--- src/design/axi_mem_pkg.sv ---
// ########################################################################
// Shared widths, channel structs and state encodings for the AXI4 slave
// memory model. Modules pull these in with a wildcard import.
// ########################################################################
package axi_mem_pkg;

  localparam int axi_id_w      = 4;
  localparam int axi_addr_w    = 16;
  localparam int axi_data_w    = 32;
  localparam int axi_len_w     = 8;
  localparam int axi_strb_w    = axi_data_w / 8;
  localparam int beat_bytes_lg = 2;

  typedef enum logic [1:0] {
    BURST_FIXED = 2'b00,
    BURST_INCR  = 2'b01,
    BURST_WRAP  = 2'b10
  } burst_e;

  typedef enum logic [1:0] {
    RESP_OKAY   = 2'b00,
    RESP_SLVERR = 2'b10
  } resp_e;

  // address request, same layout for AW and AR
  typedef struct packed {
    logic [axi_id_w-1:0]   id;
    logic [axi_addr_w-1:0] addr;
    logic [axi_len_w-1:0]  len;
    burst_e                burst;
  } axi_ax_t;

  typedef struct packed {
    logic [axi_data_w-1:0] data;
    logic [axi_strb_w-1:0] strb;
    logic                  last;
  } axi_w_t;

  typedef struct packed {
    logic [axi_id_w-1:0] id;
    resp_e               resp;
  } axi_b_t;

  typedef struct packed {
    logic [axi_id_w-1:0]   id;
    logic [axi_data_w-1:0] data;
    resp_e                 resp;
    logic                  last;
  } axi_r_t;

  typedef enum logic [1:0] {
    WR_RESET,
    WR_WAIT_ADDR,
    WR_WAIT_DATA,
    WR_RESP
  } wr_state_e;

  typedef enum logic [1:0] {
    RD_RESET,
    RD_WAIT_ADDR,
    RD_SEND_DATA
  } rd_state_e;

endpackage

--- src/design/axi_burst_addr.sv ---
// ########################################################################
// Next beat address for FIXED, INCR and WRAP bursts. Each channel engine
// feeds it the current address with the latched burst type and length.
// ########################################################################
`timescale 1ns/1ps

module axi_burst_addr
  import axi_mem_pkg::*;
(
  input  logic [axi_addr_w-1:0] addr_i,
  input  burst_e                burst_i,
  input  logic [axi_len_w-1:0]  len_i,
  output logic [axi_addr_w-1:0] next_addr_o
);

  localparam logic [axi_addr_w-1:0] beat_bytes_lp = axi_addr_w'(1 << beat_bytes_lg);

  logic [axi_addr_w-1:0] incr_addr;
  logic [axi_addr_w-1:0] wrap_mask;

  assign incr_addr = addr_i + beat_bytes_lp;

  // span of (len+1) beats, power of two for a legal wrap
  assign wrap_mask = ((axi_addr_w'(len_i) + 1'b1) << beat_bytes_lg) - 1'b1;

  always_comb begin
    case (burst_i)
      BURST_INCR: begin
        next_addr_o = incr_addr;
      end
      BURST_WRAP: begin
        // keep window base, let the offset roll over
        next_addr_o = (addr_i & ~wrap_mask) | (incr_addr & wrap_mask);
        assert (len_i inside {8'd1, 8'd3, 8'd7, 8'd15})
          else $error("wrap burst with illegal len %0d", len_i);
      end
      default: begin
        next_addr_o = addr_i;
      end
    endcase
  end

endmodule

--- src/design/axi_write_engine.sv ---
// ########################################################################
// AW/W/B channel FSM. Accepts one write burst at a time, issues strobed
// array writes per beat and answers with a single B response.
// ########################################################################
`timescale 1ns/1ps

module axi_write_engine
  import axi_mem_pkg::*;
#(
  parameter int  mem_els_p     = 256,
  localparam int lg_mem_els_lp = (mem_els_p > 1) ? $clog2(mem_els_p) : 1
)
(
  input  logic                     clk_i,
  input  logic                     reset_i,

  input  axi_ax_t                  aw_i,
  input  logic                     aw_valid_i,
  output logic                     aw_ready_o,

  input  axi_w_t                   w_i,
  input  logic                     w_valid_i,
  output logic                     w_ready_o,

  output axi_b_t                   b_o,
  output logic                     b_valid_o,
  input  logic                     b_ready_i,

  output logic                     wr_en_o,
  output logic [lg_mem_els_lp-1:0] wr_idx_o,
  output logic [axi_data_w-1:0]    wr_data_o,
  output logic [axi_strb_w-1:0]    wr_strb_o
);

  wr_state_e             wr_state_r;
  wr_state_e             wr_state_n;
  axi_ax_t               aw_r;
  logic [axi_len_w-1:0]  beat_cnt_r;
  logic                  err_r;
  logic [axi_addr_w-1:0] next_addr;
  logic                  in_range;
  logic                  aw_fire;
  logic                  w_fire;

  assign aw_fire = aw_valid_i & aw_ready_o;
  assign w_fire  = w_valid_i & w_ready_o;

  // word index of the running address
  assign in_range = int'(aw_r.addr[axi_addr_w-1:beat_bytes_lg]) < mem_els_p;

  axi_burst_addr addr_gen (
    .addr_i      (aw_r.addr),
    .burst_i     (aw_r.burst),
    .len_i       (aw_r.len),
    .next_addr_o (next_addr)
  );

  always_comb begin
    wr_state_n = wr_state_r;
    case (wr_state_r)
      WR_RESET: begin
        wr_state_n = WR_WAIT_ADDR;
      end
      WR_WAIT_ADDR: begin
        if (aw_valid_i) begin
          wr_state_n = WR_WAIT_DATA;
        end
      end
      WR_WAIT_DATA: begin
        if (w_valid_i & w_i.last) begin
          wr_state_n = WR_RESP;
        end
      end
      WR_RESP: begin
        if (b_ready_i) begin
          wr_state_n = WR_WAIT_ADDR;
        end
      end
      default: begin
        wr_state_n = WR_RESET;
      end
    endcase
  end

  assign aw_ready_o = (wr_state_r == WR_WAIT_ADDR);
  assign w_ready_o  = (wr_state_r == WR_WAIT_DATA);
  assign b_valid_o  = (wr_state_r == WR_RESP);

  assign b_o.id   = aw_r.id;
  assign b_o.resp = err_r ? RESP_SLVERR : RESP_OKAY;

  // out-of-range beats are dropped here
  assign wr_en_o   = w_fire & in_range;
  assign wr_idx_o  = aw_r.addr[beat_bytes_lg +: lg_mem_els_lp];
  assign wr_data_o = w_i.data;
  assign wr_strb_o = w_i.strb;

  always_ff @(posedge clk_i) begin
    if (reset_i) begin
      wr_state_r <= WR_RESET;
      beat_cnt_r <= '0;
      err_r      <= 1'b0;
    end else begin
      wr_state_r <= wr_state_n;
      if (aw_fire) begin
        beat_cnt_r <= '0;
        err_r      <= 1'b0;
      end else if (w_fire) begin
        beat_cnt_r <= beat_cnt_r + 1'b1;
        if (!in_range) begin
          err_r <= 1'b1;
        end
      end
    end
  end

  always_ff @(posedge clk_i) begin
    if (aw_fire) begin
      aw_r <= aw_i;
    end else if (w_fire) begin
      aw_r.addr <= next_addr;
    end
  end

  w_last_on_len_a: assert property (@(posedge clk_i) disable iff (reset_i)
    w_fire |-> (w_i.last == (beat_cnt_r == aw_r.len)))
    else $error("wlast on beat %0d, burst len %0d", beat_cnt_r, aw_r.len);

endmodule

--- config.mk ---
export PLATFORM = sky130hd
export DESIGN_NAME = axi_write_engine
export DESIGN_NICKNAME = d
export VERILOG_FILES = /design/src/design/axi_mem_pkg.sv /design/src/design/axi_burst_addr.sv /design/src/design/axi_write_engine.sv
export SDC_FILE = /design/constraint.sdc
export NUM_CORES = 1
export LEC_CHECK = 0
export CAP_MARGIN = 20
export CORE_AREA = 2 2 90 49
export DETAILED_ROUTE_END_ITERATION = 10
export DIE_AREA = 0 0 92 51
export DONT_BUFFER_PORTS = 1
export GPL_ROUTABILITY_DRIVEN = 0
export PLACE_DENSITY = 0.73
export SETUP_SLACK_MARGIN = 0.2
export SYNTH_ARGS = -nofsm -noshare
export SYNTH_HDL_FRONTEND = slang
export SYNTH_SLANG_ARGS = --single-unit
export TNS_END_PERCENT = 10
--- constraint.sdc ---
create_clock -name clk_i -period 4.1 [get_ports clk_i]
set_input_delay 0.615 -clock clk_i [delete_from_list [all_inputs] [get_ports clk_i]]
set_output_delay 0.615 -clock clk_i [all_outputs]
set_load 0.005 [all_outputs]
==> metrics.md, run 1 <==
| Metric | Value |
|---|---|
| Status | complete, no violations |
| Post-synthesis cell count | 238 |
| Syn_area_per_cell | 9.35 um2 |
| Hold Path Stages | 1 |
| Dpl cell area | slightly below 2000 um2 |
| Clock skew | 0.00316 ns |
| Synth Net Count | 316 |
| Pleak | 0.737 nW |
| Final hold vios | 0 |
| Hold path start | reset_i |
| Worst skew pair latency | approximately 0.29 ns |
| P per Cell Area | around 560 nW/um2 |
| Port bufs | 0 |
| Worst-Margin Slew | 0.786 ns |
| DR pass1 iterations | 4 |
| Max_slew headroom | ~47% |
| Worst path max stage delay | roughly 0.6 ns |
| Die area | roughly 4700 um2 |
| # diodes | 0 |
| End of the worst hold path | wr_state_r[0] |
| #FFs+latches synth | 31 |
| Area of all placed cells without fillers | 2060 um2 |
| Vias per cell | around 5.5 |
| Worst vdd ir | 0.321 mV |
| RSZ-0062 raised after global routing | false |
| Post-Synthesis Cell Area | 2220 um2 |
| Hold Path Class | input pin to register |
| Reg2reg path depth | 8 |
| Switching power total | 0.000399 W |
| Final period util | 69.7% |
| Final nets | 274 |
| CTS buffer count | 5 |
| R2R setup slack | 1.24 ns |
| Postcts setup bufs | 0 |
| Core Rows | 17 |
| Pint | 0.000761 W |
| Chip width | 92 um |
| Die Height | 51 um |
| Most frequent CP cell | buf_4 |
| Initial antenna violation count | 0 |
| Via count | between 1000 and 1500 |
| Initial Utilization | 55.0% |
| Area contributors post-synth | edfxtp_1 (38%), buf_4 (16%), nor2_1 (6.4%) |
| Final ANT Viol Nets | 0 |
| Logic pwr share | between 20% and 30% |
| Synth unique cells | between 40 and 50 |
| Crit path cell chain | inv_1, ha_1, nand2_1, clkinv_1, buf_4, a31oi_1, buf_4, nor2_1 |
| Crit-path max FO | 24 |
| RR Startpoint | wr_state_r[1] |
| Final HPWL from detailed placement | 3050 um |
| I/O pin cnt | approximately 130 |
| Longest Clk Path Bufs | 2 |
| Worst Setup End Kind | register |
| Total GRT Usage | between 10% and 20% |
| Worst Setup Start Kind | register |
| Max Clock Freq | 0.350 GHz |
| # DRC | 0 |
| Vias in the first global route | 1292 |
| Shortest period the worst path allows | 2.86 ns |
| Async set-reset flop share out of synthesis | 0% |
| TritonCTS clock tree | yes |
| CTS root buffer | clkbuf_8 |
| Total negative slack | 0 ns |
| Core area | about 4000 um2 |
| CTS resizes | 0 |
| Congestion Overflow GR | 0 |
| Global-route wire length before repair | 6440 um |
| Post-synth EDFFs | 28 |
| Seq/Total Area, Yosys | about two fifths |
| Area growth, synth to finish | -7.59% |
| Switching share of power | between 30% and 40% |
| Wire length per cell | 15.5 um |
| Final Max Tran Viols | 0 |
| Clk sinks | 31 |
| Share of cells above drive strength 1 | 8.12% |
| Clk pwr share | about a quarter |
| H-tree lvl count | 2 |
| Seq pwr share | 46.0% |
| Routed wire length | 3940 um |
| Cts hold-fix bufs | 0 |
| Primary FF master, synth | edfxtp_1 |
| Share of the synthesized area in the top cell type | 37.8% |
| CP Class | register to register |
| Req. time, crit path | 4.14 ns |
| Starting DRT DRC Count | 96 |
| # setup viols final | 0 |
| Slowest-stage cell, CP | nand2_1 |
| Clk slew on worst S/H paths | 0.07 ns |
| Cell taking the most area after synthesis | edfxtp_1 |
| Max cap viols | 0 |
| Critical path arrival | 2.90 ns |
| Largest net degree at the start of global routing | 25 |
| Synthesis Warnings | 0 |
worst max-delay path, delay by kind of cell, from the launching register on:
| kind | cells | cell delay, ns |
|---|---|---|
| flip-flops | 1 | 0.38 |
| AO/OA/AOI/OAI | 1 | 0.15 |
| buffers and inverters | 4 | 1.16 |
| AND/OR/NAND/NOR | 2 | 0.67 |
| adder cells (fa/ha/maj) | 1 | 0.22 |
stage by stage:
| step | hold WS, ns | utilization, % | std cells | setup slack [ns] | power (W) |
|---|---|---|---|---|---|
| after CTS | 0.383 | 50.9 | 254 | 1.20 | 0.00117 |
| after detailed placement | 0.555 | 48.1 | 246 | 1.22 | 0.000860 |
| after floorplan | 0.487 | - | 238 | 1.90 | 0.000834 |
| final | 0.387 | 50.9 | 254 | 1.24 | 0.00116 |
| after global routing | 0.371 | 50.9 | 254 | 0.947 | 0.00124 |
| after global placement | 0.525 | 48.1 | 246 | 1.21 | 0.000852 |
power by group through the flow:
stage | Combinational, W | Sequential [W] | Clock, W
2_1_floorplan | 0.000324 | 0.000510 | 0
3_3_place_gp | 0.000314 | 0.000538 | 0
3_5_place_dp | 0.000321 | 0.000539 | 0
4_1_cts | 0.000322 | 0.000533 | 0.000312
5_1_grt | 0.000369 | 0.000545 | 0.000326
6_report | 0.000320 | 0.000533 | 0.000306
worst max-delay path by stage:
stage / startpoint / endpoint / slack [ns] / cells after the start
detailed placement: wr_state_r[1] / register / 1.22 / 8
finish: wr_state_r[1] / register / 1.24 / 8
CTS: wr_state_r[1] / register / 1.20 / 8
floorplan: wr_state_r[1] / register / 1.90 / 7
global route: wr_state_r[1] / register / 0.95 / 8
global placement: wr_state_r[1] / register / 1.21 / 8
routing by layer:
layer / up-vias / global-route usage [%] / share of wire, %
met1: 620 / 27.9 / 53
met4: 0 / 3.23 / 0.74
met2: 66 / 22.1 / 36
met5: - / 0 / 0
met3: 5 / 9.14 / 10
li1: 701 / - / -
cells by family after synthesis:
group / count (synthesis) / share of synthesized area, %
flip-flops: 31 / 40.5
other: 1 / 0.169
adder cells (fa/ha/maj): 6 / 3.37
AND/OR/NAND/NOR: 87 / 19.0
AO/OA/AOI/OAI: 34 / 10.6
XOR/XNOR: 20 / 7.87
multiplexers: 2 / 0.900
buffers and inverters: 57 / 17.5
Yosys cell counts, types with 2 or more instances:
| cell type | number |
|---|---|
| a211oi_1 | 11 |
| a21oi_1 | 4 |
| a31oi_1 | 3 |
| and2_1 | 2 |
| and3_1 | 4 |
| buf_2 | 3 |
| buf_4 | 46 |
| clkbuf_1 | 2 |
| dfxtp_1 | 3 |
| edfxtp_1 | 28 |
| ha_1 | 6 |
| inv_1 | 5 |
| mux2i_1 | 2 |
| nand2_1 | 15 |
| nand3_1 | 9 |
| nand4_1 | 4 |
| nor2_1 | 38 |
| nor3_1 | 2 |
| nor4b_1 | 2 |
| o21ai_0 | 5 |
| o22ai_1 | 2 |
| xnor2_1 | 6 |
| xor2_1 | 14 |
layout by cell type (no fill, tap or decap), types with 3 or more instances in the layout:
cell,synthesis,final
clkbuf_8,0,5
a31oi_1,3,3
xnor2_1,6,6
inv_1,5,5
dfxtp_1,3,3
o21ai_0,5,5
a21oi_1,4,4
nand2_1,15,15
nor2_1,38,38
nand3_1,9,9
edfxtp_1,28,28
and3_1,4,4
ha_1,6,6
nand4_1,4,4
a211oi_1,11,11
xor2_1,14,14
area by class of cell:
cell class,instances,area (um2)
multi-input cells,150,933
flip-flops and latches,31,901
fillers,377,1990
repair buffers,2,15.0
inverters,6,22.5
clock inverters,3,43.8
clock buffers,5,68.8
well taps,57,71.3
Note: power is estimated with default switching activity, not from simulation.
==> run 2: changes to the inputs <==
Settings changed: CORE_AREA 2 2 90 49 to 2 2 92 50, DIE_AREA 0 0 92 51 to 0 0 94 52.
Clock period 4.1 ns to 2.5 ns, I/O delays scaled along.
==> metrics.md, run 2 (synthesis gave the netlist of run 1 again) <==
| Metric | Value |
|---|---|
| Status | complete, no violations |
| P per Cell Area | 915 nW/um2 |
| Chip width | roughly 94 um |
| Req. time, crit path | 2.54 ns |
| Final Max Tran Viols | 0 |
| Shortest period the worst path allows | between 2 and 2.5 ns |
| Pleak | 0.755 nW |
| Clock skew | 0.00173 ns |
| Port bufs | 0 |
| Worst-Margin Slew | approximately 0.57 ns |
| I/O pin cnt | 126 |
| Most frequent cells in the layout | nor2_1 (38), edfxtp_1 (28), nand2_1 (15), xor2_1 (14), a211oi_1 (11) |
| Final hold vios | 0 |
| Final Non-Filler Cells | 258 |
| Core Util, Final | 50.3% |
| Longest Clk Path Bufs | 2 |
| RSZ-0062 raised after global routing | false |
| # DRC | 0 |
| Final period util | 87.0% |
| Global-route wire length before repair | between 6000 and 7000 um |
| Critical path arrival | 2.21 ns |
| Initial Utilization | approximately 54% |
| Worst Setup Start Kind | register |
| Clk slew on worst S/H paths | 0.07 ns |
| # setup viols final | 0 |
| # diodes | 0 |
| Largest net degree at the start of global routing | 22 |
| Initial antenna violation count | 0 |
| Hold Path Class | input pin to register |
| CP Class | register to register |
| CTS buffer count | 5 |
| Starting DRT DRC Count | 87 |
| Total negative slack | 0 ns |
| Clk sinks | 31 |
| TritonCTS clock tree | yes |
| Congestion Overflow GR | 0 |
| Most common cell after layout, fill and taps aside | nor2_1 |
| Max Clock Freq | 0.460 GHz |
| Worst vdd ir | 0.462 mV |
| H-tree lvl count | 2 |
| Vias in the first global route | 1312 |
| Core area | 4150 um2 |
| Total GRT Usage | 18.3% |
| Share of cells above drive strength 1 | 9.95% |
| Die area | 4890 um2 |
| Area growth, synth to finish | -6.19% |
| Core Rows | 17 |
| Max_slew headroom | 61.7% |
| Crit-path max FO | 5 |
| Wire length per cell | 16.0 um |
| Final HPWL from detailed placement | 3170 um |
| DR pass1 iterations | 4 |
| Die Height | 52 um |
| Postcts setup bufs | 0 |
| Vias per cell | 5.54 |
| Worst Setup End Kind | register |
| Max cap viols | 0 |
| Worst skew pair latency | 0.29 ns |
| Placed Cells | 250 |
| CTS root buffer | clkbuf_8 |
| Final ANT Viol Nets | 0 |
| Final nets | 278 |
| Via count | ~1400 |
| Routed wire length | around 4100 um |
==> run 2: cell count changes in the layout (fill, tap and decap cells not counted), sizes merged <==
cell  previous run  this run
buf              2         6
==> run 2: power breakdown <==
part           leakage, nW  internal [W]  switching [W]
Combinational        0.417      0.000233       0.000318
Sequential           0.283      0.000735       0.000137
Clock               0.0556      0.000291       0.000196
==> run 2: path summary, 6_finish.rpt <==
| kind | slack (ns) | start | cells past startpoint | to |
|---|---|---|---|---|
| worst max-delay path | 0.33 | aw_r[3] | 7 | register |
| worst min-delay path | 0.15 | reset_i | 1 | wr_state_r[0] |
| worst max register to register | 0.33 | aw_r[3] | 7 | register |
| worst min register to register | 0.55 | wr_state_r[1] | 2 | wr_state_r[1] |
==> run 2: final cells by class <==
| type | count | area [um2] |
|---|---|---|
| clock buffer | 5 | 68.8 |
| multi-input combinational | 150 | 940 |
| timing repair buffer | 6 | 45.0 |
| clock inverter | 3 | 38.8 |
| tap | 57 | 71.3 |
| sequential | 31 | 901 |
| inverter | 6 | 22.5 |
| fill | 376 | 2060 |
==> run 2: metal layers <==
layer	part of all wire, %	GRT usage (%)	vias to the layer above
met1	52	27.5	642
met4	1.8	8.21	0
li1	-	-	714
met5	0	0	-
met3	12	8.84	8
met2	35	21.0	66
==> run 2: timing repair <==
item	in CTS	in global routing
hold buffers	0	0
gates resized for setup	0	1
setup endpoints to repair	0	5
==> run 2: critical path, stage by stage (launching register included) <==
cell,delay [ns]
edfxtp_1,0.44
ha_1,0.33
and2b_1,0.25
and2_2,0.20
o21ai_0,0.11
or4_1,0.42
nand3_1,0.12
a211oi_1,0.05
==> run 2: through the flow <==
step | total power, W | instance area (um2) | hold WS [ns] | setup WS [ns]
2_1_floorplan | 0.00137 | 2220 | 0.448 | 0.299
3_3_place_gp | 0.00142 | 1970 | 0.452 | 0.388
3_5_place_dp | 0.00143 | 1970 | 0.453 | 0.349
4_1_cts | 0.00192 | 2080 | 0.135 | 0.336
5_1_grt | 0.00204 | 2090 | 0.136 | 0.223
6_report | 0.00191 | 2090 | 0.146 | 0.326
