File: config.mk
export PLATFORM = sky130hd
export DESIGN_NAME = axi_read_engine
export DESIGN_NICKNAME = d
export VERILOG_FILES = /design/src/design/axi_mem_pkg.sv /design/src/design/axi_burst_addr.sv /design/src/design/axi_read_engine.sv
export SDC_FILE = /design/constraint.sdc
export NUM_CORES = 1
export LEC_CHECK = 0
export BUFFER_PORTS_ARGS = -buffer_cell sky130_fd_sc_hd__buf_2
export CORE_MARGIN = 5
export CORE_UTILIZATION = 35
export CTS_CLUSTER_SIZE = 40
export DETAILED_ROUTE_END_ITERATION = 7
export GPL_TIMING_DRIVEN = 1
export MAX_ROUTING_LAYER = met4
export PLACE_DENSITY_LB_ADDON = 0.2
export SYNTH_ARGS = -nofsm -noshare
export SYNTH_HDL_FRONTEND = slang
export SYNTH_SLANG_ARGS = --single-unit
File: constraint.sdc
create_clock -name clk_i -period 2 [get_ports clk_i]
set_input_delay 0.2 -clock clk_i [delete_from_list [all_inputs] [get_ports clk_i]]
set_output_delay 0.2 -clock clk_i [all_outputs]
set_load 0.01 [all_outputs]
File: src/design/axi_mem_pkg.sv
// ########################################################################
// Shared widths, channel structs and state encodings for the AXI4 slave
// memory model. Modules pull these in with a wildcard import.
// ########################################################################
package axi_mem_pkg;

  localparam int axi_id_w      = 4;
  localparam int axi_addr_w    = 16;
  localparam int axi_data_w    = 32;
  localparam int axi_len_w     = 8;
  localparam int axi_strb_w    = axi_data_w / 8;
  localparam int beat_bytes_lg = 2;

  typedef enum logic [1:0] {
    BURST_FIXED = 2'b00,
    BURST_INCR  = 2'b01,
    BURST_WRAP  = 2'b10
  } burst_e;

  typedef enum logic [1:0] {
    RESP_OKAY   = 2'b00,
    RESP_SLVERR = 2'b10
  } resp_e;

  // address request, same layout for AW and AR
  typedef struct packed {
    logic [axi_id_w-1:0]   id;
    logic [axi_addr_w-1:0] addr;
    logic [axi_len_w-1:0]  len;
    burst_e                burst;
  } axi_ax_t;

  typedef struct packed {
    logic [axi_data_w-1:0] data;
    logic [axi_strb_w-1:0] strb;
    logic                  last;
  } axi_w_t;

  typedef struct packed {
    logic [axi_id_w-1:0] id;
    resp_e               resp;
  } axi_b_t;

  typedef struct packed {
    logic [axi_id_w-1:0]   id;
    logic [axi_data_w-1:0] data;
    resp_e                 resp;
    logic                  last;
  } axi_r_t;

  typedef enum logic [1:0] {
    WR_RESET,
    WR_WAIT_ADDR,
    WR_WAIT_DATA,
    WR_RESP
  } wr_state_e;

  typedef enum logic [1:0] {
    RD_RESET,
    RD_WAIT_ADDR,
    RD_SEND_DATA
  } rd_state_e;

endpackage

File: src/design/axi_burst_addr.sv
// ########################################################################
// Next beat address for FIXED, INCR and WRAP bursts. Each channel engine
// feeds it the current address with the latched burst type and length.
// ########################################################################
`timescale 1ns/1ps

module axi_burst_addr
  import axi_mem_pkg::*;
(
  input  logic [axi_addr_w-1:0] addr_i,
  input  burst_e                burst_i,
  input  logic [axi_len_w-1:0]  len_i,
  output logic [axi_addr_w-1:0] next_addr_o
);

  localparam logic [axi_addr_w-1:0] beat_bytes_lp = axi_addr_w'(1 << beat_bytes_lg);

  logic [axi_addr_w-1:0] incr_addr;
  logic [axi_addr_w-1:0] wrap_mask;

  assign incr_addr = addr_i + beat_bytes_lp;

  // span of (len+1) beats, power of two for a legal wrap
  assign wrap_mask = ((axi_addr_w'(len_i) + 1'b1) << beat_bytes_lg) - 1'b1;

  always_comb begin
    case (burst_i)
      BURST_INCR: begin
        next_addr_o = incr_addr;
      end
      BURST_WRAP: begin
        // keep window base, let the offset roll over
        next_addr_o = (addr_i & ~wrap_mask) | (incr_addr & wrap_mask);
        assert (len_i inside {8'd1, 8'd3, 8'd7, 8'd15})
          else $error("wrap burst with illegal len %0d", len_i);
      end
      default: begin
        next_addr_o = addr_i;
      end
    endcase
  end

endmodule

File: src/design/axi_read_engine.sv
// ########################################################################
// AR/R channel FSM. Latches one read burst and streams its beats from the
// array, holding each beat until the master takes it.
// ########################################################################
`timescale 1ns/1ps

module axi_read_engine
  import axi_mem_pkg::*;
#(
  parameter int          mem_els_p     = 256,
  parameter logic [31:0] init_data_p   = 32'hdead_beef,
  localparam int         lg_mem_els_lp = (mem_els_p > 1) ? $clog2(mem_els_p) : 1
)
(
  input  logic                     clk_i,
  input  logic                     reset_i,

  input  axi_ax_t                  ar_i,
  input  logic                     ar_valid_i,
  output logic                     ar_ready_o,

  output axi_r_t                   r_o,
  output logic                     r_valid_o,
  input  logic                     r_ready_i,

  output logic [lg_mem_els_lp-1:0] rd_idx_o,
  input  logic [axi_data_w-1:0]    rd_data_i
);

  rd_state_e             rd_state_r;
  rd_state_e             rd_state_n;
  axi_ax_t               ar_r;
  logic [axi_len_w-1:0]  beat_cnt_r;
  logic [axi_addr_w-1:0] next_addr;
  logic [axi_data_w-1:0] fill_data;
  logic                  in_range;
  logic                  ar_fire;
  logic                  r_fire;

  assign ar_fire   = ar_valid_i & ar_ready_o;
  assign r_fire    = r_valid_o & r_ready_i;
  assign fill_data = {(axi_data_w / 32){init_data_p}};
  assign in_range  = int'(ar_r.addr[axi_addr_w-1:beat_bytes_lg]) < mem_els_p;

  axi_burst_addr addr_gen (
    .addr_i      (ar_r.addr),
    .burst_i     (ar_r.burst),
    .len_i       (ar_r.len),
    .next_addr_o (next_addr)
  );

  always_comb begin
    rd_state_n = rd_state_r;
    case (rd_state_r)
      RD_RESET: begin
        rd_state_n = RD_WAIT_ADDR;
      end
      RD_WAIT_ADDR: begin
        if (ar_valid_i) begin
          rd_state_n = RD_SEND_DATA;
        end
      end
      RD_SEND_DATA: begin
        if (r_ready_i & r_o.last) begin
          rd_state_n = RD_WAIT_ADDR;
        end
      end
      default: begin
        rd_state_n = RD_RESET;
      end
    endcase
  end

  assign ar_ready_o = (rd_state_r == RD_WAIT_ADDR);
  assign r_valid_o  = (rd_state_r == RD_SEND_DATA);
  assign rd_idx_o   = ar_r.addr[beat_bytes_lg +: lg_mem_els_lp];

  // out of range beats carry the fill word
  assign r_o.id   = ar_r.id;
  assign r_o.data = in_range ? rd_data_i : fill_data;
  assign r_o.resp = in_range ? RESP_OKAY : RESP_SLVERR;
  assign r_o.last = (beat_cnt_r == ar_r.len);

  always_ff @(posedge clk_i) begin
    if (reset_i) begin
      rd_state_r <= RD_RESET;
      beat_cnt_r <= '0;
    end else begin
      rd_state_r <= rd_state_n;
      if (ar_fire) begin
        beat_cnt_r <= '0;
      end else if (r_fire) begin
        beat_cnt_r <= beat_cnt_r + 1'b1;
      end
    end
  end

  always_ff @(posedge clk_i) begin
    if (ar_fire) begin
      ar_r <= ar_i;
    end else if (r_fire) begin
      ar_r.addr <= next_addr;
    end
  end

  r_hold_a: assert property (@(posedge clk_i) disable iff (reset_i)
    (r_valid_o && !r_ready_i) |=> (r_valid_o && $stable(r_o)))
    else $error("read beat changed while stalled");

endmodule

==> reports/results.ini, run 1 <==
[global_routing]
grt_max_degree = 34
overflow = 0
antenna_found_initial = 0
grt_pass1_vias = 2227
grt_usage_pct = 14.7
grt_pass1_wl_um = 11100

[logic_synthesis]
synth_area_per_cell_um2 = 9.16
yosysTopAreaCell = edfxtp_1
ys_seq_area_share_pct = 39.6
async_reset_ff_share_pct = 0
syn_nets = 356
syn_area_um2 = 2630
synth_top_area_share_pct = 32.0
synth_area_leaders = edfxtp_1 32%, xnor2_1 8.0%, dfxtp_1 7.6%
ys.warnings.count = 0
synth_edf_count = 28
synthCells = 287
synth_seq_cells = 38
synth_ff_type = edfxtp_1
ys_types = 46

[worst_setup_path]
required_ns = 2.01
startpoint_type = flop
worstPathMaxFanout = 6
cp_cell_sequence = buf_6, nand2_4, or3_1, a211o_1, o31a_4, a21oi_2
slowest_delay_ns = 0.43
crit_family = compound AO/OA/AOI/OAI gates
critPathKind = reg -> reg
arrival_ns = 1.98
cp.buffers_inverters = 1
cp_slowest_cell = edfxtp_1
endpoint_kind = flop

[placed_design]
pre_cts_ws_ns = -0.0228
placed_cells = 490
dp_hpwl_um = 5540
place_congestion = 0.834
io_buffers = 111

[clock_network]
clk_pin_slew_ns = 0.08
cts_num_sinks = 38
numCtsBuffers = 5
tritoncts = built
clk_latency_ns = 0.30
htree_levels = 2
cts.path.max_buffers = 2
cts.root.buffer_cell = clkbuf_8

[sta]
min_period_ns = 1.98
max_slew.worst_pin.slew_ns = 0.673
finalHoldViolCount = 0
period_share_pct = 98.8
maxSlewViolCount = 0
fin_skew_ns = 0.0107
setup_viol = 0
fin_setup_tns_ns = 0
fin_ws_ns = 0.0236
fmax_ghz = 0.506
rsz0062_at_grt = yes
relSlewSlack_pct = 55.1

[power_and_ir_drop]
irDropWorstVdd_mv = 0.434
powerDensity_nw_per_um2 = 629
power.leakage_nw = 1.41
finalPower_mw = 2.21

[status]
status = finished, final reports clean

[finish]
postLayoutCoreUtil_pct = 48.1
antennaDiodeCount = 0
syn2layout_area_growth_pct = 33.4
layout-drive-gt1-share_pct = 40.1
stdcell_count = 503
layout.nets = 472

[drt]
routed_wl_um = 6960
vias = 2355
postRouteAntennaNets = 0
vias_per_cell = 4.68
drtPass1Iterations = 4
post_drt_wl_per_cell_um = 13.8
drt_iter0_markers = 41
route.detailed.drc = 0

[run]
cap_violations = 0

[hold_path]
hold_class = in -> reg

[die]
die_h_um = 96.7
fp-row-count = 31
initial_core_util_pct = 36.1
pin_count = 115
die-area_um2 = 9340
die_x_um = 96.7
core_um2 = 7290

==> cells in the final DEF (no fill, tap or decap), types with 4 or more instances in the layout <==
cell type,instances
a21oi_1,11
and2_1,8
and3_1,6
buf_2,111
buf_4,20
clkbuf_8,5
dfxtp_1,10
edfxtp_1,28
inv_1,6
nand2_1,18
nand2b_1,26
nand3_1,9
nand4_1,8
nor2_1,36
o21ai_0,7
or3_1,4
xnor2_1,24
xor2_1,12
==> cells by family after synthesis <==
| kind of cell | Yosys count | share of synthesized area, % |
|---|---|---|
| AND/OR/NAND/NOR | 138 | 27.8 |
| buffers and inverters | 30 | 7.76 |
| other | 1 | 0.143 |
| multiplexers | 3 | 1.14 |
| adder cells (fa/ha/maj) | 3 | 1.43 |
| flip-flops | 38 | 39.6 |
| XOR/XNOR | 36 | 12.0 |
| AO/OA/AOI/OAI | 38 | 10.1 |
==> worst paths after layout <==
check,startpoint,endpoint,slack (ns),cells past startpoint
setup reg to reg,ar_r[3],flop,0.02,6
hold / removal,ar_i[27],r_o[36],0.07,1
hold reg to reg,rd_state_r[1],rd_state_r[0],0.50,1
setup / recovery,ar_r[3],flop,0.02,6
==> cell usage after synthesis, types with 2 or more instances <==
library cell / number
a211oi_1: 2
mux2i_1: 3
and4_1: 2
and2_1: 8
a211oi_2: 2
nand2_1: 18
o211ai_1: 2
nand2b_1: 26
xnor2_1: 24
a211o_1: 2
clkbuf_1: 7
nand4_1: 8
buf_4: 10
edfxtp_1: 28
or3_1: 4
nor2_1: 39
clkbuf_8: 3
dfxtp_1: 10
nor2b_1: 3
o21ai_0: 9
nor3b_1: 2
xor2_1: 12
a221oi_1: 2
ha_1: 3
inv_1: 6
a21oi_1: 13
and3_1: 6
nand3_1: 9
nor3_1: 2
and3_2: 2
nor4_1: 3
buf_6: 3
==> routing by layer <==
layer | part of all wire (%) | track usage (%) | vias to the layer above
met1 | 43 | 17.6 | 1059
met5 | 0 | - | -
met4 | 1.6 | 3.56 | 0
met3 | 6.6 | 4.03 | 13
met2 | 49 | 24.5 | 72
li1 | - | - | 1211
==> cell type report <==
class	count	area, um^2
fillers	730	3790
multi-input cells	219	1450
flip-flops and latches	38	1040
repair buffers	133	728
well taps	99	124
clock buffers	5	68.8
clock inverters	3	68.8
inverters	6	22.5
==> timing repair <==
action | 4_1_cts | 5_1_grt
pin swaps | 1 | 4
gates resized for setup | 0 | 17
hold buffers | 0 | 0
buffers inserted | 0 | 5
endpoints found under the setup margin | 1 | 11
==> through the flow <==
stage	cell area (um^2)	hold slack, ns
floorplan	2630	0.272
global placement	3260	0.376
detailed placement	3260	0.378
CTS	3400	0.0652
global route	3510	0.0555
finish	3510	0.0717
==> power by group <==
| group | internal, mW | leakage (nW) | switching [mW] |
|---|---|---|---|
| sequential | 0.916 | 0.342 | 0.0530 |
| clock | 0.500 | 0.0683 | 0.297 |
| combinational | 0.218 | 0.999 | 0.222 |
Power figures use the tool's default switching activity.
==> inputs of run 2 (changes only) <==
- MAX_ROUTING_LAYER: met4 -> default
==> run 2 against run 1 <==
- routed wire length grew 0.39%
- worst setup slack got worse by 0.0060 ns
- cell count stayed put
- sequential share of layout area stayed put
- highest routed layer unchanged
- sequential power is essentially flat
==> reports/results.ini, run 2 (synthesis gave the netlist of run 1 again) <==
[clock_network]
htree_levels = 2
clk_latency_ns = 0.30
hold_buffers = 0
cts.root.buffer_cell = clkbuf_8
tritoncts = built
cts_num_sinks = 38
clk_pin_slew_ns = 0.08
numCtsBuffers = 5
cts.path.max_buffers = 2

[finish]
layout.nets = 472
final_common_cell = buf_2
fin_area_um2 = 3510
multi_input_area_um2 = 1450
layout_common_cells = 111 x buf_2, 36 x nor2_1, 28 x edfxtp_1
layout-drive-gt1-share_pct = 40.1
postLayoutCoreUtil_pct = 48.1
fillers = 730
antennaDiodeCount = 0
syn2layout_area_growth_pct = 33.4
seqCellArea_um2 = 1040

[worst_setup_path]
crit_family = compound AO/OA/AOI/OAI gates
cp.buffers_inverters = 0
critPathLaunch = ar_r[6]
r2r_slack_ns = 0.02
cp_cell_sequence = nand2_4, or3_1, a211o_1, o31a_4, a21oi_2
worstPathMaxFanout = 6
r2r-start = ar_r[6]
cp_slowest_cell = edfxtp_1
arrival_ns = 1.99
startpoint_type = flop
endpoint_kind = flop
required_ns = 2.01
slowest_delay_ns = 0.50
critPathKind = reg -> reg

[sta]
setup_viol = 0
fin_skew_ns = 0.00990
maxSlewViolCount = 0
period_share_pct = 99.1
fin_setup_tns_ns = 0
finalHoldViolCount = 0
rsz0062_at_grt = yes
relSlewSlack_pct = 55.3
min_period_ns = 1.98
max_slew.worst_pin.slew_ns = 0.671
fmax_ghz = 0.504

[die]
pin_count = 115
initial_core_util_pct = 36.1
die_x_um = 96.7
die-area_um2 = 9340
fp-row-count = 31
die_h_um = 96.7
core_um2 = 7290

[drt]
route.detailed.drc = 0
wl_met1_um = 3010
post_drt_wl_per_cell_um = 13.9
postRouteAntennaNets = 0
wl_met3_um = 486
wl_met2_um = 3360
drtPass1Iterations = 4
top_layer = met4
vias = 2359
routed_wl_um = 6990
vias_per_cell = 4.69
drt_iter0_markers = 64

[global_routing]
grt_max_degree = 34
antenna_found_initial = 0
overflow = 0
grt_pass1_wl_um = 11100
grt_pass1_vias = 2232
grt_usage_pct = 14.3

[placed_design]
place_congestion = 0.822
dpl_cell_area_um2 = 3260
dp_hpwl_um = 5540
io_buffers = 111

[hold_path]
hold_class = in -> reg
hold_start = ar_i[3]

[power_and_ir_drop]
irDropWorstVdd_mv = 0.431
powerDensity_nw_per_um2 = 629
power.leakage_nw = 1.41

[status]
status = finished, final reports clean

[run]
cap_violations = 0

-- run 2: worst paths after layout --
check                                endpoint  cells after the start
worst min-delay path                  ar_r[3]                      1
worst max-delay path                     flop                      5
worst max register to register           flop                      5
worst min register to register  rd_state_r[0]                      1
-- run 2: area by class of cell --
class	count	area share (%)
clock buffers	5	1.96
clock inverters	3	1.96
inverters	6	0.642
multi-input cells	219	41.4
flip-flops and latches	38	29.7
well taps	99	3.53
repair buffers	133	20.8
-- run 2: report_power, final --
group / switching [mW] / total, mW / internal, mW / leakage, nW
clock network: 0.296 / 0.796 / 0.500 / 0.0683
logic: 0.222 / 0.440 / 0.218 / 0.999
registers: 0.0532 / 0.969 / 0.916 / 0.342
total: 0.571 / 2.21 / 1.63 / 1.41
-- run 2: layer usage --
layer  GRT usage (%)  vias to the layer above
li1                -                     1212
met1            17.5                     1055
met2            24.5                       78
met3            4.24                       14
met4            3.56                        0
met5               0                        -
-- run 2: through the flow --
step	power, mW	instances	setup slack (ns)	hold WS [ns]
global route	2.31	503	-0.122	0.0556
CTS	2.20	498	0.00230	0.0652
finish	2.21	503	0.0176	0.0728
global placement	1.39	490	0.0382	0.376
floorplan	1.26	287	0.0267	0.272
detailed placement	1.40	490	-0.0228	0.378
-- run 2: timing repair --
item	in CTS	in global routing
buffers inserted	0	5
pin swaps	1	4
gates cloned	0	0
setup endpoints to repair	1	11
gates resized for setup	0	17
==> inputs of run 3 (changes only) <==
- CORE_UTILIZATION: 35 -> 30
==> run 3 against run 2 <==
- register-to-register slack worse by 0.02 ns
- cell area shrank 2.5%
- critical path depth decreased by 1
- sequential share of layout area is 0.76 points higher
- clock power is 38% lower
==> reports/results.ini, run 3 (synthesis gave the netlist of run 1 again) <==
[status]
status = finished, final reports clean

[placed_design]
io_buffers = 111
dpl_cell_area_um2 = 3280
place_congestion = 0.855
pre_cts_ws_ns = -0.0246
dp_hpwl_um = 5500

[sta]
finalHoldViolCount = 0
fin_skew_ns = 0.00534
setup_viol = 0
fmax_ghz = 0.500
min_period_ns = 2.00
period_share_pct = 99.9
fin_ws_ns = 0.00140
fin_setup_tns_ns = 0
max_slew.worst_pin.slew_ns = 0.689
rsz0062_at_grt = yes
maxSlewViolCount = 0
relSlewSlack_pct = 54.0

[die]
core_um2 = 8640
die-area_um2 = 10700
die_x_um = 104
initial_core_util_pct = 30.4
die_h_um = 104
fp-row-count = 34
pin_count = 115

[clock_network]
numCtsBuffers = 5
clk_latency_ns = 0.28
tritoncts = built
htree_levels = 2
clk_pin_slew_ns = 0.07
cts_num_sinks = 38
hold_buffers = 0
cts.path.max_buffers = 2
cts.root.buffer_cell = clkbuf_8

[finish]
final_common_cell = buf_2
layout.nets = 473
layout-drive-gt1-share_pct = 38.8
fin_area_um2 = 3420
syn2layout_area_growth_pct = 30.0
antennaDiodeCount = 0
layout_common_cells = 111 x buf_2, 39 x nor2_1, 28 x edfxtp_1

[power_and_ir_drop]
irDropWorstVdd_mv = 0.260
power.leakage_nw = 1.38
powerDensity_nw_per_um2 = 553
finalPower_mw = 1.89

[worst_setup_path]
arrival_ns = 1.99
cp_slowest_cell = or4_2
slowest_delay_ns = 0.70
startpoint_type = flop
critPathKind = reg -> reg
critPathLaunch = ar_r[2]
worstPathMaxFanout = 5
r2r-start = ar_r[2]
endpoint_kind = flop
cp.buffers_inverters = 1
crit_family = simple AND/OR/NAND/NOR gates
cp_cell_sequence = buf_4, and3_2, or4_2, a21oi_1
required_ns = 1.99

[drt]
post_drt_wl_per_cell_um = 13.3
vias = 2319
postRouteAntennaNets = 0
route.detailed.drc = 0
vias_per_cell = 4.52
drtPass1Iterations = 4
drt_iter0_markers = 145
routed_wl_um = 6800

[run]
cap_violations = 0

[hold_path]
hold_start = ar_i[29]
hold_class = in -> reg

[global_routing]
grt_pass1_wl_um = 11100
grt_usage_pct = 12.3
grt_max_degree = 34
overflow = 0
grt_pass1_vias = 2277
antenna_found_initial = 0

run 3: cell count changes in the layout (fill, tap and decap cells not counted), sizes merged:
cell | before | now
bufinv | 2 | 0
buf | 133 | 134
clkbuf | 5 | 6
clkinv | 1 | 2
run 3: final cells by class:
| class | count | area [um^2] |
|---|---|---|
| Clock inverter | 2 | 8.76 |
| Sequential cell | 38 | 1040 |
| Inverter | 6 | 22.5 |
| Tap cell | 108 | 135 |
| Multi-Input combinational cell | 219 | 1410 |
| Clock buffer | 6 | 72.6 |
| Timing Repair Buffer | 134 | 728 |
| Fill cell | 908 | 5220 |
run 3: metal layers:
layer,track usage [%],up-vias,share of wire [%]
met4,1.69,0,0.31
met2,21.3,63,50
met5,0,-,0
met1,15.3,1034,43
li1,-,1218,-
met3,3.73,4,6.6
run 3: path summary, 6_finish.rpt:
kind	to	slack, ns	depth (start not counted)
worst max-delay path	flop	0.001	4
worst min-delay path	r_o[38]	0.09	1
worst max register to register	flop	0.001	4
worst min register to register	rd_state_r[0]	0.51	1
run 3: where the power goes:
part	leakage, nW	internal [mW]	switching (mW)
registers	0.342	0.916	0.0509
logic	0.994	0.212	0.215
clock network	0.0426	0.240	0.257
run 3: per-stage QoR:
| stage | hold WS (ns) | std cells | utilization [%] |
|---|---|---|---|
| global placement | 0.376 | 500 | 38.0 |
| finish | 0.0861 | 513 | 39.6 |
| global route | 0.0746 | 513 | 39.6 |
| CTS | 0.0744 | 511 | 39.2 |
| floorplan | 0.272 | 287 | - |
| detailed placement | 0.378 | 500 | 38.0 |
run 3: repair_timing:
action,in CTS,in global routing
setup endpoints to repair,1,10
buffers inserted,3,2
pin swaps,1,4
resized for setup,0,5
hold endpoints to repair,0,0
run 3: worst register-to-register path, cell delays in order, from the launching register on:
cell      delay, ns
edfxtp_1       0.41
buf_4          0.18
and3_2         0.23
or4_2          0.70
a21oi_1        0.18
